`config.mk`:
```
export PLATFORM = sky130hd
export DESIGN_NAME = dma_sink_top
export DESIGN_NICKNAME = d
export VERILOG_FILES = /design/src/hdl/dma_sink_pkg.sv /design/src/hdl/seg_write_queue.sv /design/src/hdl/completion_tracker.sv /design/src/hdl/write_ctrl.sv /design/src/hdl/dma_sink_top.sv
export SDC_FILE = /design/constraint.sdc
export NUM_CORES = 2
export LEC_CHECK = 0
export ABC_AREA = 1
export BUFFER_PORTS_ARGS = -buffer_cell sky130_fd_sc_hd__buf_2
export CAP_MARGIN = 0
export CELL_PAD_IN_SITES_DETAIL_PLACEMENT = 0
export CELL_PAD_IN_SITES_GLOBAL_PLACEMENT = 1
export CORE_ASPECT_RATIO = 1.5
export CORE_MARGIN = 1
export CORE_UTILIZATION = 40
export CTS_CLUSTER_DIAMETER = 150
export DETAILED_ROUTE_END_ITERATION = 10
export GPL_ROUTABILITY_DRIVEN = 1
export MAX_ROUTING_LAYER = met4
export PLACE_DENSITY = 0.7
export SLEW_MARGIN = 20
export SYNTH_ARGS = -nofsm -noshare
export SYNTH_HDL_FRONTEND = slang
export SYNTH_HIERARCHICAL = 1
export SYNTH_SLANG_ARGS = --single-unit
```
`constraint.sdc`:
```
create_clock -name clk -period 11.7 [get_ports clk]
set_clock_uncertainty 0.1 [all_clocks]
set_input_delay 2.34 -clock clk [delete_from_list [all_inputs] [get_ports clk]]
set_output_delay 2.34 -clock clk [all_outputs]
set_load 0.01 [all_outputs]
```
`src/hdl/dma_sink_pkg.sv`:
```
// dma sink definitions
package dma_sink_pkg;

    localparam int LEN_W = 16;
    localparam int TAG_W = 8;
    localparam int ADDR_W = 12;
    localparam int SEGS = 2;
    localparam int SEG_DATA_W = 16;
    localparam int SEG_BE_W = 2;
    localparam int SEG_ADDR_W = 10;
    localparam int DATA_W = 32;
    localparam int KEEP_W = 4;
    localparam int STATUS_FIFO_AW = 4;
    localparam int OUT_FIFO_AW = 4;

    typedef logic [LEN_W-1:0] len_t;
    typedef logic [TAG_W-1:0] tag_t;
    typedef logic [ADDR_W-1:0] ram_addr_t;
    typedef logic [SEG_ADDR_W-1:0] seg_addr_t;
    typedef logic [SEG_DATA_W-1:0] seg_data_t;
    typedef logic [SEG_BE_W-1:0] seg_be_t;
    typedef logic [SEGS-1:0] seg_mask_t;
    typedef logic [DATA_W-1:0] stream_data_t;
    typedef logic [KEEP_W-1:0] keep_t;

    typedef enum logic [1:0] {
        st_idle,
        st_write,
        st_drop
    } write_state_t;

endpackage

```
`src/hdl/seg_write_queue.sv`:
```
// segment RAM write queue
`timescale 1ns/1ns

module seg_write_queue (
    input  logic                    clk,
    input  logic                    rst,
    input  dma_sink_pkg::seg_be_t   cmd_be,
    input  dma_sink_pkg::seg_addr_t cmd_addr,
    input  dma_sink_pkg::seg_data_t cmd_data,
    input  logic                    cmd_valid,
    output logic                    cmd_ready,
    output dma_sink_pkg::seg_be_t   ram_wr_be,
    output dma_sink_pkg::seg_addr_t ram_wr_addr,
    output dma_sink_pkg::seg_data_t ram_wr_data,
    output logic                    ram_wr_valid,
    input  logic                    ram_wr_ready,
    input  logic                    ram_wr_done,
    input  logic                    done_ack,
    output logic                    seg_done
);

    dma_sink_pkg::seg_be_t   fifo_be[2**dma_sink_pkg::OUT_FIFO_AW];
    dma_sink_pkg::seg_addr_t fifo_addr[2**dma_sink_pkg::OUT_FIFO_AW];
    dma_sink_pkg::seg_data_t fifo_data[2**dma_sink_pkg::OUT_FIFO_AW];

    logic [dma_sink_pkg::OUT_FIFO_AW:0] wr_ptr;
    logic [dma_sink_pkg::OUT_FIFO_AW:0] rd_ptr;
    logic [dma_sink_pkg::OUT_FIFO_AW:0] fill;
    logic [dma_sink_pkg::OUT_FIFO_AW:0] done_count;
    logic                               half_full_q;
    logic                               full;
    logic                               empty;
    logic                               push;
    logic                               pop;

    assign fill = wr_ptr - rd_ptr;
    assign full = fill[dma_sink_pkg::OUT_FIFO_AW];
    assign empty = fill == '0;
    assign push = cmd_valid && !full;
    // refill the port when it is idle or its command is being taken
    assign pop = !empty && (!ram_wr_valid || ram_wr_ready);
    assign cmd_ready = !half_full_q;
    assign seg_done = done_count != '0;

    always_ff @(posedge clk) begin
        if (push) begin
            fifo_be[wr_ptr[dma_sink_pkg::OUT_FIFO_AW-1:0]] <= cmd_be;
            fifo_addr[wr_ptr[dma_sink_pkg::OUT_FIFO_AW-1:0]] <= cmd_addr;
            fifo_data[wr_ptr[dma_sink_pkg::OUT_FIFO_AW-1:0]] <= cmd_data;
        end
        if (pop) begin
            ram_wr_be <= fifo_be[rd_ptr[dma_sink_pkg::OUT_FIFO_AW-1:0]];
            ram_wr_addr <= fifo_addr[rd_ptr[dma_sink_pkg::OUT_FIFO_AW-1:0]];
            ram_wr_data <= fifo_data[rd_ptr[dma_sink_pkg::OUT_FIFO_AW-1:0]];
        end
    end

    always_ff @(posedge clk) begin
        if (rst) begin
            wr_ptr <= '0;
            rd_ptr <= '0;
            half_full_q <= 1'b0;
            ram_wr_valid <= 1'b0;
            done_count <= '0;
        end else begin
            if (push) begin
                wr_ptr <= wr_ptr + 1'b1;
            end
            if (pop) begin
                rd_ptr <= rd_ptr + 1'b1;
                ram_wr_valid <= 1'b1;
            end else if (ram_wr_ready) begin
                ram_wr_valid <= 1'b0;
            end
            half_full_q <= fill >= 2**(dma_sink_pkg::OUT_FIFO_AW-1);
            if (ram_wr_done && !done_ack) begin
                done_count <= done_count + 1'b1;
            end else if (!ram_wr_done && done_ack) begin
                done_count <= done_count - 1'b1;
            end
        end
    end

    a_no_push_full: assert property (@(posedge clk) disable iff (rst)
        cmd_valid |-> !full);

    a_ack_has_done: assert property (@(posedge clk) disable iff (rst)
        done_ack |-> seg_done);

endmodule

```
`src/hdl/completion_tracker.sv`:
```
// in-order completion tracker
`timescale 1ns/1ns

module completion_tracker (
    input  logic                    clk,
    input  logic                    rst,
    input  logic                    start,
    input  logic                    ent_valid,
    input  dma_sink_pkg::len_t      ent_len,
    input  dma_sink_pkg::tag_t      ent_tag,
    input  dma_sink_pkg::seg_mask_t ent_mask,
    input  logic                    ent_last,
    input  dma_sink_pkg::seg_mask_t seg_done,
    output dma_sink_pkg::seg_mask_t done_ack,
    output logic                    credit_ok,
    output logic                    status_hold,
    output logic                    sts_valid,
    output dma_sink_pkg::len_t      sts_len,
    output dma_sink_pkg::tag_t      sts_tag
);

    dma_sink_pkg::len_t      fifo_len[2**dma_sink_pkg::STATUS_FIFO_AW];
    dma_sink_pkg::tag_t      fifo_tag[2**dma_sink_pkg::STATUS_FIFO_AW];
    dma_sink_pkg::seg_mask_t fifo_mask[2**dma_sink_pkg::STATUS_FIFO_AW];
    logic                    fifo_last[2**dma_sink_pkg::STATUS_FIFO_AW];

    logic [dma_sink_pkg::STATUS_FIFO_AW:0]   wr_ptr;
    logic [dma_sink_pkg::STATUS_FIFO_AW:0]   rd_ptr;
    logic [dma_sink_pkg::STATUS_FIFO_AW:0]   fill;
    logic [dma_sink_pkg::STATUS_FIFO_AW:0]   active_count;
    logic [dma_sink_pkg::STATUS_FIFO_AW-1:0] head;
    logic                                    full;
    logic                                    empty;
    logic                                    retire;
    logic                                    finish;

    assign head = rd_ptr[dma_sink_pkg::STATUS_FIFO_AW-1:0];
    assign fill = wr_ptr - rd_ptr;
    assign full = fill[dma_sink_pkg::STATUS_FIFO_AW];
    assign empty = fill == '0;
    // head retires once every segment it wrote has a completion waiting
    assign retire = !empty && ((fifo_mask[head] & ~seg_done) == '0);
    assign finish = retire && fifo_last[head];
    assign done_ack = retire ? fifo_mask[head] : '0;
    // fewer than 16 transfers in flight
    assign credit_ok = !active_count[dma_sink_pkg::STATUS_FIFO_AW];

    always_ff @(posedge clk) begin
        if (ent_valid) begin
            fifo_len[wr_ptr[dma_sink_pkg::STATUS_FIFO_AW-1:0]] <= ent_len;
            fifo_tag[wr_ptr[dma_sink_pkg::STATUS_FIFO_AW-1:0]] <= ent_tag;
            fifo_mask[wr_ptr[dma_sink_pkg::STATUS_FIFO_AW-1:0]] <= ent_mask;
            fifo_last[wr_ptr[dma_sink_pkg::STATUS_FIFO_AW-1:0]] <= ent_last;
        end
        sts_len <= fifo_len[head];
        sts_tag <= fifo_tag[head];
    end

    always_ff @(posedge clk) begin
        if (rst) begin
            wr_ptr <= '0;
            rd_ptr <= '0;
            active_count <= '0;
            status_hold <= 1'b0;
            sts_valid <= 1'b0;
        end else begin
            if (ent_valid) begin
                wr_ptr <= wr_ptr + 1'b1;
            end
            if (retire) begin
                rd_ptr <= rd_ptr + 1'b1;
            end
            status_hold <= fill >= 2**(dma_sink_pkg::STATUS_FIFO_AW-1);
            sts_valid <= finish;
            if (start && !finish) begin
                active_count <= active_count + 1'b1;
            end else if (!start && finish) begin
                active_count <= active_count - 1'b1;
            end
        end
    end

    a_no_push_full: assert property (@(posedge clk) disable iff (rst)
        ent_valid |-> !full);

endmodule

```
`src/hdl/write_ctrl.sv`:
```
// descriptor and stream write controller
`timescale 1ns/1ns

module write_ctrl (
    input  logic                                             clk,
    input  logic                                             rst,
    input  logic                                             enable,
    input  logic                                             desc_valid,
    output logic                                             desc_ready,
    input  dma_sink_pkg::ram_addr_t                          desc_addr,
    input  dma_sink_pkg::len_t                               desc_len,
    input  dma_sink_pkg::tag_t                               desc_tag,
    input  dma_sink_pkg::stream_data_t                       s_tdata,
    input  dma_sink_pkg::keep_t                              s_tkeep,
    input  logic                                             s_tlast,
    input  logic                                             s_tvalid,
    output logic                                             s_tready,
    input  logic                                             credit_ok,
    input  logic                                             status_hold,
    input  dma_sink_pkg::seg_mask_t                          cmd_ready,
    output dma_sink_pkg::seg_be_t   [dma_sink_pkg::SEGS-1:0] cmd_be,
    output dma_sink_pkg::seg_addr_t [dma_sink_pkg::SEGS-1:0] cmd_addr,
    output dma_sink_pkg::seg_data_t [dma_sink_pkg::SEGS-1:0] cmd_data,
    output dma_sink_pkg::seg_mask_t                          cmd_valid,
    output logic                                             start,
    output logic                                             ent_valid,
    output dma_sink_pkg::len_t                               ent_len,
    output dma_sink_pkg::tag_t                               ent_tag,
    output dma_sink_pkg::seg_mask_t                          ent_mask,
    output logic                                             ent_last
);

    dma_sink_pkg::write_state_t state_q;

    dma_sink_pkg::ram_addr_t addr_q;
    dma_sink_pkg::len_t      length_q;
    dma_sink_pkg::len_t      beats_left_q;
    logic                    last_beat_q;
    dma_sink_pkg::keep_t     keep_mask_q;
    dma_sink_pkg::keep_t     last_mask_q;
    dma_sink_pkg::tag_t      tag_q;

    dma_sink_pkg::len_t      desc_last_idx;
    dma_sink_pkg::keep_t     desc_last_mask;
    dma_sink_pkg::keep_t     keep_eff;
    dma_sink_pkg::seg_mask_t seg_mask;
    logic                    desc_fire;
    logic                    beat_fire;
    logic                    writing;

    assign desc_fire = desc_valid && desc_ready;
    assign beat_fire = s_tvalid && s_tready;
    assign writing = beat_fire && (state_q == dma_sink_pkg::st_write);

    // index of the final beat and the lanes it keeps
    always_comb begin
        desc_last_idx = (desc_len - dma_sink_pkg::len_t'(1)) >> 2;
        for (int i = 0; i < dma_sink_pkg::KEEP_W; i++) begin
            desc_last_mask[i] = (desc_len[1:0] == 2'd0) || (i < int'(desc_len[1:0]));
        end
    end

    // full-width beat, so each segment takes its own lanes unshifted
    always_comb begin
        keep_eff = s_tkeep & keep_mask_q;
        for (int s = 0; s < dma_sink_pkg::SEGS; s++) begin
            cmd_be[s] = keep_eff[s*dma_sink_pkg::SEG_BE_W +: dma_sink_pkg::SEG_BE_W];
            cmd_addr[s] = addr_q[dma_sink_pkg::ADDR_W-1 -: dma_sink_pkg::SEG_ADDR_W];
            cmd_data[s] = s_tdata[s*dma_sink_pkg::SEG_DATA_W +: dma_sink_pkg::SEG_DATA_W];
            seg_mask[s] = |cmd_be[s];
        end
    end

    assign start = desc_fire;
    assign cmd_valid = writing ? seg_mask : '0;
    assign ent_valid = writing;
    assign ent_tag = tag_q;
    assign ent_mask = seg_mask;
    assign ent_last = s_tlast || last_beat_q;
    // tlast counts the kept lanes, otherwise the length mask decides
    assign ent_len = length_q + dma_sink_pkg::len_t'($countones(s_tlast ? keep_eff : keep_mask_q));

    always_ff @(posedge clk) begin
        if (state_q == dma_sink_pkg::st_idle) begin
            addr_q <= {desc_addr[dma_sink_pkg::ADDR_W-1:2], 2'b00};
            length_q <= '0;
            beats_left_q <= desc_last_idx;
            last_beat_q <= desc_last_idx == '0;
            keep_mask_q <= (desc_last_idx == '0) ? desc_last_mask : '1;
            last_mask_q <= desc_last_mask;
            tag_q <= desc_tag;
        end else if (writing) begin
            addr_q <= addr_q + dma_sink_pkg::ram_addr_t'(dma_sink_pkg::KEEP_W);
            length_q <= length_q + dma_sink_pkg::len_t'(dma_sink_pkg::KEEP_W);
            beats_left_q <= beats_left_q - dma_sink_pkg::len_t'(1);
            last_beat_q <= beats_left_q == dma_sink_pkg::len_t'(1);
            keep_mask_q <= (beats_left_q == dma_sink_pkg::len_t'(1)) ? last_mask_q : '1;
        end
    end

    always_ff @(posedge clk) begin
        if (rst) begin
            state_q <= dma_sink_pkg::st_idle;
            desc_ready <= 1'b0;
            s_tready <= 1'b0;
        end else begin
            case (state_q)
                dma_sink_pkg::st_idle: begin
                    desc_ready <= enable && credit_ok;
                    if (desc_fire) begin
                        desc_ready <= 1'b0;
                        s_tready <= &cmd_ready && !status_hold;
                        state_q <= dma_sink_pkg::st_write;
                    end
                end
                dma_sink_pkg::st_write: begin
                    s_tready <= &cmd_ready && !status_hold;
                    if (beat_fire && s_tlast) begin
                        s_tready <= 1'b0;
                        desc_ready <= enable && credit_ok;
                        state_q <= dma_sink_pkg::st_idle;
                    end else if (beat_fire && last_beat_q) begin
                        s_tready <= 1'b1;
                        state_q <= dma_sink_pkg::st_drop;
                    end
                end
                dma_sink_pkg::st_drop: begin
                    // length used up, swallow beats until tlast
                    s_tready <= 1'b1;
                    if (beat_fire && s_tlast) begin
                        s_tready <= 1'b0;
                        desc_ready <= enable && credit_ok;
                        state_q <= dma_sink_pkg::st_idle;
                    end
                end
                default: begin
                    state_q <= dma_sink_pkg::st_idle;
                end
            endcase
        end
    end

    a_state_legal: assert property (@(posedge clk) disable iff (rst)
        state_q inside {dma_sink_pkg::st_idle, dma_sink_pkg::st_write, dma_sink_pkg::st_drop});

endmodule

```
`src/hdl/dma_sink_top.sv`:
```
// dma stream sink top level
`timescale 1ns/1ns

module dma_sink_top (
    input  logic                                             clk,
    input  logic                                             rst,
    input  logic                                             enable,
    input  logic                                             desc_valid,
    output logic                                             desc_ready,
    input  dma_sink_pkg::ram_addr_t                          desc_addr,
    input  dma_sink_pkg::len_t                               desc_len,
    input  dma_sink_pkg::tag_t                               desc_tag,
    input  dma_sink_pkg::stream_data_t                       s_tdata,
    input  dma_sink_pkg::keep_t                              s_tkeep,
    input  logic                                             s_tlast,
    input  logic                                             s_tvalid,
    output logic                                             s_tready,
    output dma_sink_pkg::seg_be_t   [dma_sink_pkg::SEGS-1:0] ram_wr_be,
    output dma_sink_pkg::seg_addr_t [dma_sink_pkg::SEGS-1:0] ram_wr_addr,
    output dma_sink_pkg::seg_data_t [dma_sink_pkg::SEGS-1:0] ram_wr_data,
    output dma_sink_pkg::seg_mask_t                          ram_wr_valid,
    input  dma_sink_pkg::seg_mask_t                          ram_wr_ready,
    input  dma_sink_pkg::seg_mask_t                          ram_wr_done,
    output logic                                             sts_valid,
    output dma_sink_pkg::len_t                               sts_len,
    output dma_sink_pkg::tag_t                               sts_tag
);

    dma_sink_pkg::seg_be_t   [dma_sink_pkg::SEGS-1:0] cmd_be;
    dma_sink_pkg::seg_addr_t [dma_sink_pkg::SEGS-1:0] cmd_addr;
    dma_sink_pkg::seg_data_t [dma_sink_pkg::SEGS-1:0] cmd_data;
    dma_sink_pkg::seg_mask_t cmd_valid;
    dma_sink_pkg::seg_mask_t cmd_ready;
    dma_sink_pkg::seg_mask_t seg_done;
    dma_sink_pkg::seg_mask_t done_ack;

    logic                    start;
    logic                    credit_ok;
    logic                    status_hold;
    logic                    ent_valid;
    dma_sink_pkg::len_t      ent_len;
    dma_sink_pkg::tag_t      ent_tag;
    dma_sink_pkg::seg_mask_t ent_mask;
    logic                    ent_last;

    write_ctrl u_write_ctrl (.*);

    completion_tracker u_completion_tracker (.*);

    // one command queue per RAM write segment
    for (genvar g = 0; g < dma_sink_pkg::SEGS; g++) begin : g_seg
        seg_write_queue u_seg_write_queue (
            .clk          (clk),
            .rst          (rst),
            .cmd_be       (cmd_be[g]),
            .cmd_addr     (cmd_addr[g]),
            .cmd_data     (cmd_data[g]),
            .cmd_valid    (cmd_valid[g]),
            .cmd_ready    (cmd_ready[g]),
            .ram_wr_be    (ram_wr_be[g]),
            .ram_wr_addr  (ram_wr_addr[g]),
            .ram_wr_data  (ram_wr_data[g]),
            .ram_wr_valid (ram_wr_valid[g]),
            .ram_wr_ready (ram_wr_ready[g]),
            .ram_wr_done  (ram_wr_done[g]),
            .done_ack     (done_ack[g]),
            .seg_done     (seg_done[g])
        );
    end

endmodule

```
==> results.ini <==
[clock_network]
cts_root_buf=clkbuf_16
post_cts_resized=0
cts_setup_buffers=0
worstSkewPairLatency_ps=790
holdBufCountCts=0
tritoncts=done
cts_buffer_depth=3
h-tree-depth=4
cts_buffers=146
clock_sinks=1523
cts.clk_slew.worst_paths_ps=60

[setup_path]
critPathTopFamily=adder cells
r2r-start=g_seg[0].u_seg_write_queue/rd_ptr[2]$_SDFFE_PP0P_
start_kind=input port
crit_required_ps=12050
worst-path-buf-inv=3
cp_max_fo=16
cp_slowest_cell=xor2_1
arrival_ps=5270
max_stage_delay_ps=820
path_cells=buf_2 -> inv_1 -> o21ai_0 -> fa_1 -> inv_1 -> ha_1 -> ha_1 -> nand2_1 -> nor2_1 -> nand3_1 -> xor2_1
critPathCaptureType=flip-flop
crit_type=input port to flip-flop
startpoint=s_tlast

[sta]
finalHoldViolCount=0
rsz0062_at_grt=false
tightest_slew_ps=1160
max_slew_margin=0.229
fin_crit_ps=4930
setup_tns_ps=0
setup-violations-final=0
period_share=0.421
fmax_mhz=203
hold_ws_ps=372
drv_slew=0

[yosys]
seq_area_frac_synth=0.732
ys.flop_type=edfxtp_1
synth_cells=4775
ys_top_cells_by_count=edfxtp_1, nor2_1, o21ai_0
synth_most_common_cell=edfxtp_1
synth_edf_count=1424
synth_cell_types=58
syn_nets=4915
synthTopCellsByArea=edfxtp_1, o21ai_0, nor2_1
synth.top_cell.area_share=0.700
yosys.area.top_type=edfxtp_1
synth-seq-cells=1523
yosys_warnings=6
synth.avg_cell_area_sq_um=12.8
async_reset_ff_frac=0
syn-cell-area_sq_um=61100

[die]
die_h_um=481
die_w_um=321
die_area_sq_um=154000
initial_core_util=0.403
rows=175
ioPinCount=167
coreArea_sq_um=152000

[route]
first_iter_violations=3158
routed_wl_mm=155
vias=38000
avgRoutedWirePerCell_um=22.1
ant_nets=0
dr.pass1.iters=5
drt-vias-per-instance=5.41
drc=0

[final_layout]
multi_input_area_sq_um=14500
fillCellCount=13500
layout.area.seq_sq_um=44800
area_growth_pct=12.3
nets=5004
layout-drive-gt1-share=0.117

[power_and_ir_drop]
ir_worst_vdd_mv=0.159
power.density_nw_per_um2=217
power_uw=14900
leakagePower_uw=0.0229

[job]
maxCapViolations=0

[global_route]
grt_pass1_vias=36800
grt_max_degree=171
grt_use_total=0.205
grt-ovfl-total=0
grt_antenna_before_repair=17
grt_pass1_wl_mm=230

[place]
hpwl_mm=83.5
gp_congestion=0.809
port_buffers=164

[min_path]
min_from=u_completion_tracker/active_count[4]$_SDFFE_PP0P_
hold_class=flip-flop to flip-flop

[run_status]
outcome=finished clean

-- path summary, 6_finish.rpt --
path | end | slack (ps) | cells past startpoint
setup reg to reg | g_seg[0].u_seg_write_queue/fifo_addr[13][1]$_DFFE_PP_ | 7200 | 12
hold / removal | u_completion_tracker/active_count[4]$_SDFFE_PP0P_ | 370 | 2
setup / recovery | u_completion_tracker/fifo_len[1][12]$_DFFE_PP_ | 6770 | 11
hold reg to reg | u_completion_tracker/active_count[4]$_SDFFE_PP0P_ | 370 | 2
-- cells in the final DEF, fill, tap and decap left out, drive strengths merged, types with 2 or more instances in the layout --
cell type	n
edfxtp	1424
nor2	810
o21ai	703
nand2	439
buf	250
nand3	229
clkbuf	195
o22ai	186
inv	184
o221ai	134
dfxtp	99
clkinv	62
a21oi	60
ha	52
xor2	30
o211ai	28
nor3	18
diode	11
xnor2	10
a31oi	8
nand4	8
or2	8
nand3b	7
fa	6
clkinvlp	4
nor4	4
bufinv	3
a21o	3
o31ai	3
a211oi	3
o21bai	2
a22o	2
-- state kept, by name, indices dropped and copies added, names as in the netlist, 3 cells and up, named ones only --
register and cells:
g_seg.u_seg_write_queue/fifo_addr 320, u_write_ctrl/addr_q 10, g_seg.u_seg_write_queue/wr_ptr 10, u_write_ctrl/beats_left_q 16
g_seg.u_seg_write_queue/ram_wr_addr 20, u_completion_tracker/sts_tag 8, u_write_ctrl/last_mask_q 3, u_completion_tracker/fifo_mask 32
u_completion_tracker/fifo_last 16, u_completion_tracker/active_count 5, u_completion_tracker/sts_len 16, g_seg.u_seg_write_queue/ram_wr_be 4
u_write_ctrl/ent_tag 8, g_seg.u_seg_write_queue/rd_ptr 10, g_seg.u_seg_write_queue/ram_wr_data 32, u_completion_tracker/wr_ptr 5
g_seg.u_seg_write_queue/fifo_data 512, u_completion_tracker/rd_ptr 5, u_completion_tracker/fifo_len 256, g_seg.u_seg_write_queue/fifo_be 64
u_write_ctrl/length_q 14, u_completion_tracker/fifo_tag 128, g_seg.u_seg_write_queue/done_count 10, u_write_ctrl/keep_mask_q 4
-- cell type report --
class,instances,share of cell area
flip-flops and latches,1523,0.652
multi-input cells,2762,0.211
clock buffers,195,0.0585
well taps,2035,0.0371
repair buffers,250,0.0230
inverters,181,0.0102
clock inverters,72,0.00771
diodes,11,0.000401
-- report_power, final --
part           internal [uW]  switching, uW
Clock                   2500           2040
Combinational           1050           2390
Sequential              6560            368
Total                  10100           4800
-- cells by family (layout without fill, tap and decap cells) --
| family | count (synthesis) | in the layout | synth area share |
|---|---|---|---|
| AOI/OAI and AO/OA | 1137 | 1137 | 0.107 |
| xor gates and xnor gates | 40 | 40 | 0.00573 |
| adders and majority gates | 58 | 58 | 0.0126 |
| buffers and inverters | 490 | 698 | 0.0381 |
| DFF | 1523 | 1523 | 0.732 |
| other | 1 | 12 | 0.0000613 |
| and+or+nand+nor | 1526 | 1526 | 0.104 |
-- metrics by stage --
| stage | utilization | std cells | setup slack [ps] | area, sq um |
|---|---|---|---|---|
| 5_1_grt | 0.452 | 7028 | 6650 | 68600 |
| 6_report | 0.452 | 7029 | 6770 | 68600 |
| 3_5_place_dp | 0.421 | 6743 | 5980 | 63800 |
| 2_1_floorplan | - | 4775 | 6290 | 61100 |
| 4_1_cts | 0.451 | 7010 | 6850 | 68400 |
| 3_3_place_gp | 0.421 | 6743 | 5980 | 63800 |
-- worst min-delay path: stages, from the launching register on --
cell and delay [ps]:
dfxtp_1 290, inv_1 70, a21oi_1 60
-- layer usage --
metal  global-route usage  up-vias  wire length (um)
li1                     -    17600                 -
met5                    -        -                 0
met1                0.255    19100             65000
met3               0.0364      247              9320
met2                0.338     1018             77100
met4               0.0681        0              4050
No activity file was read; power rests on OpenSTA's default activity.
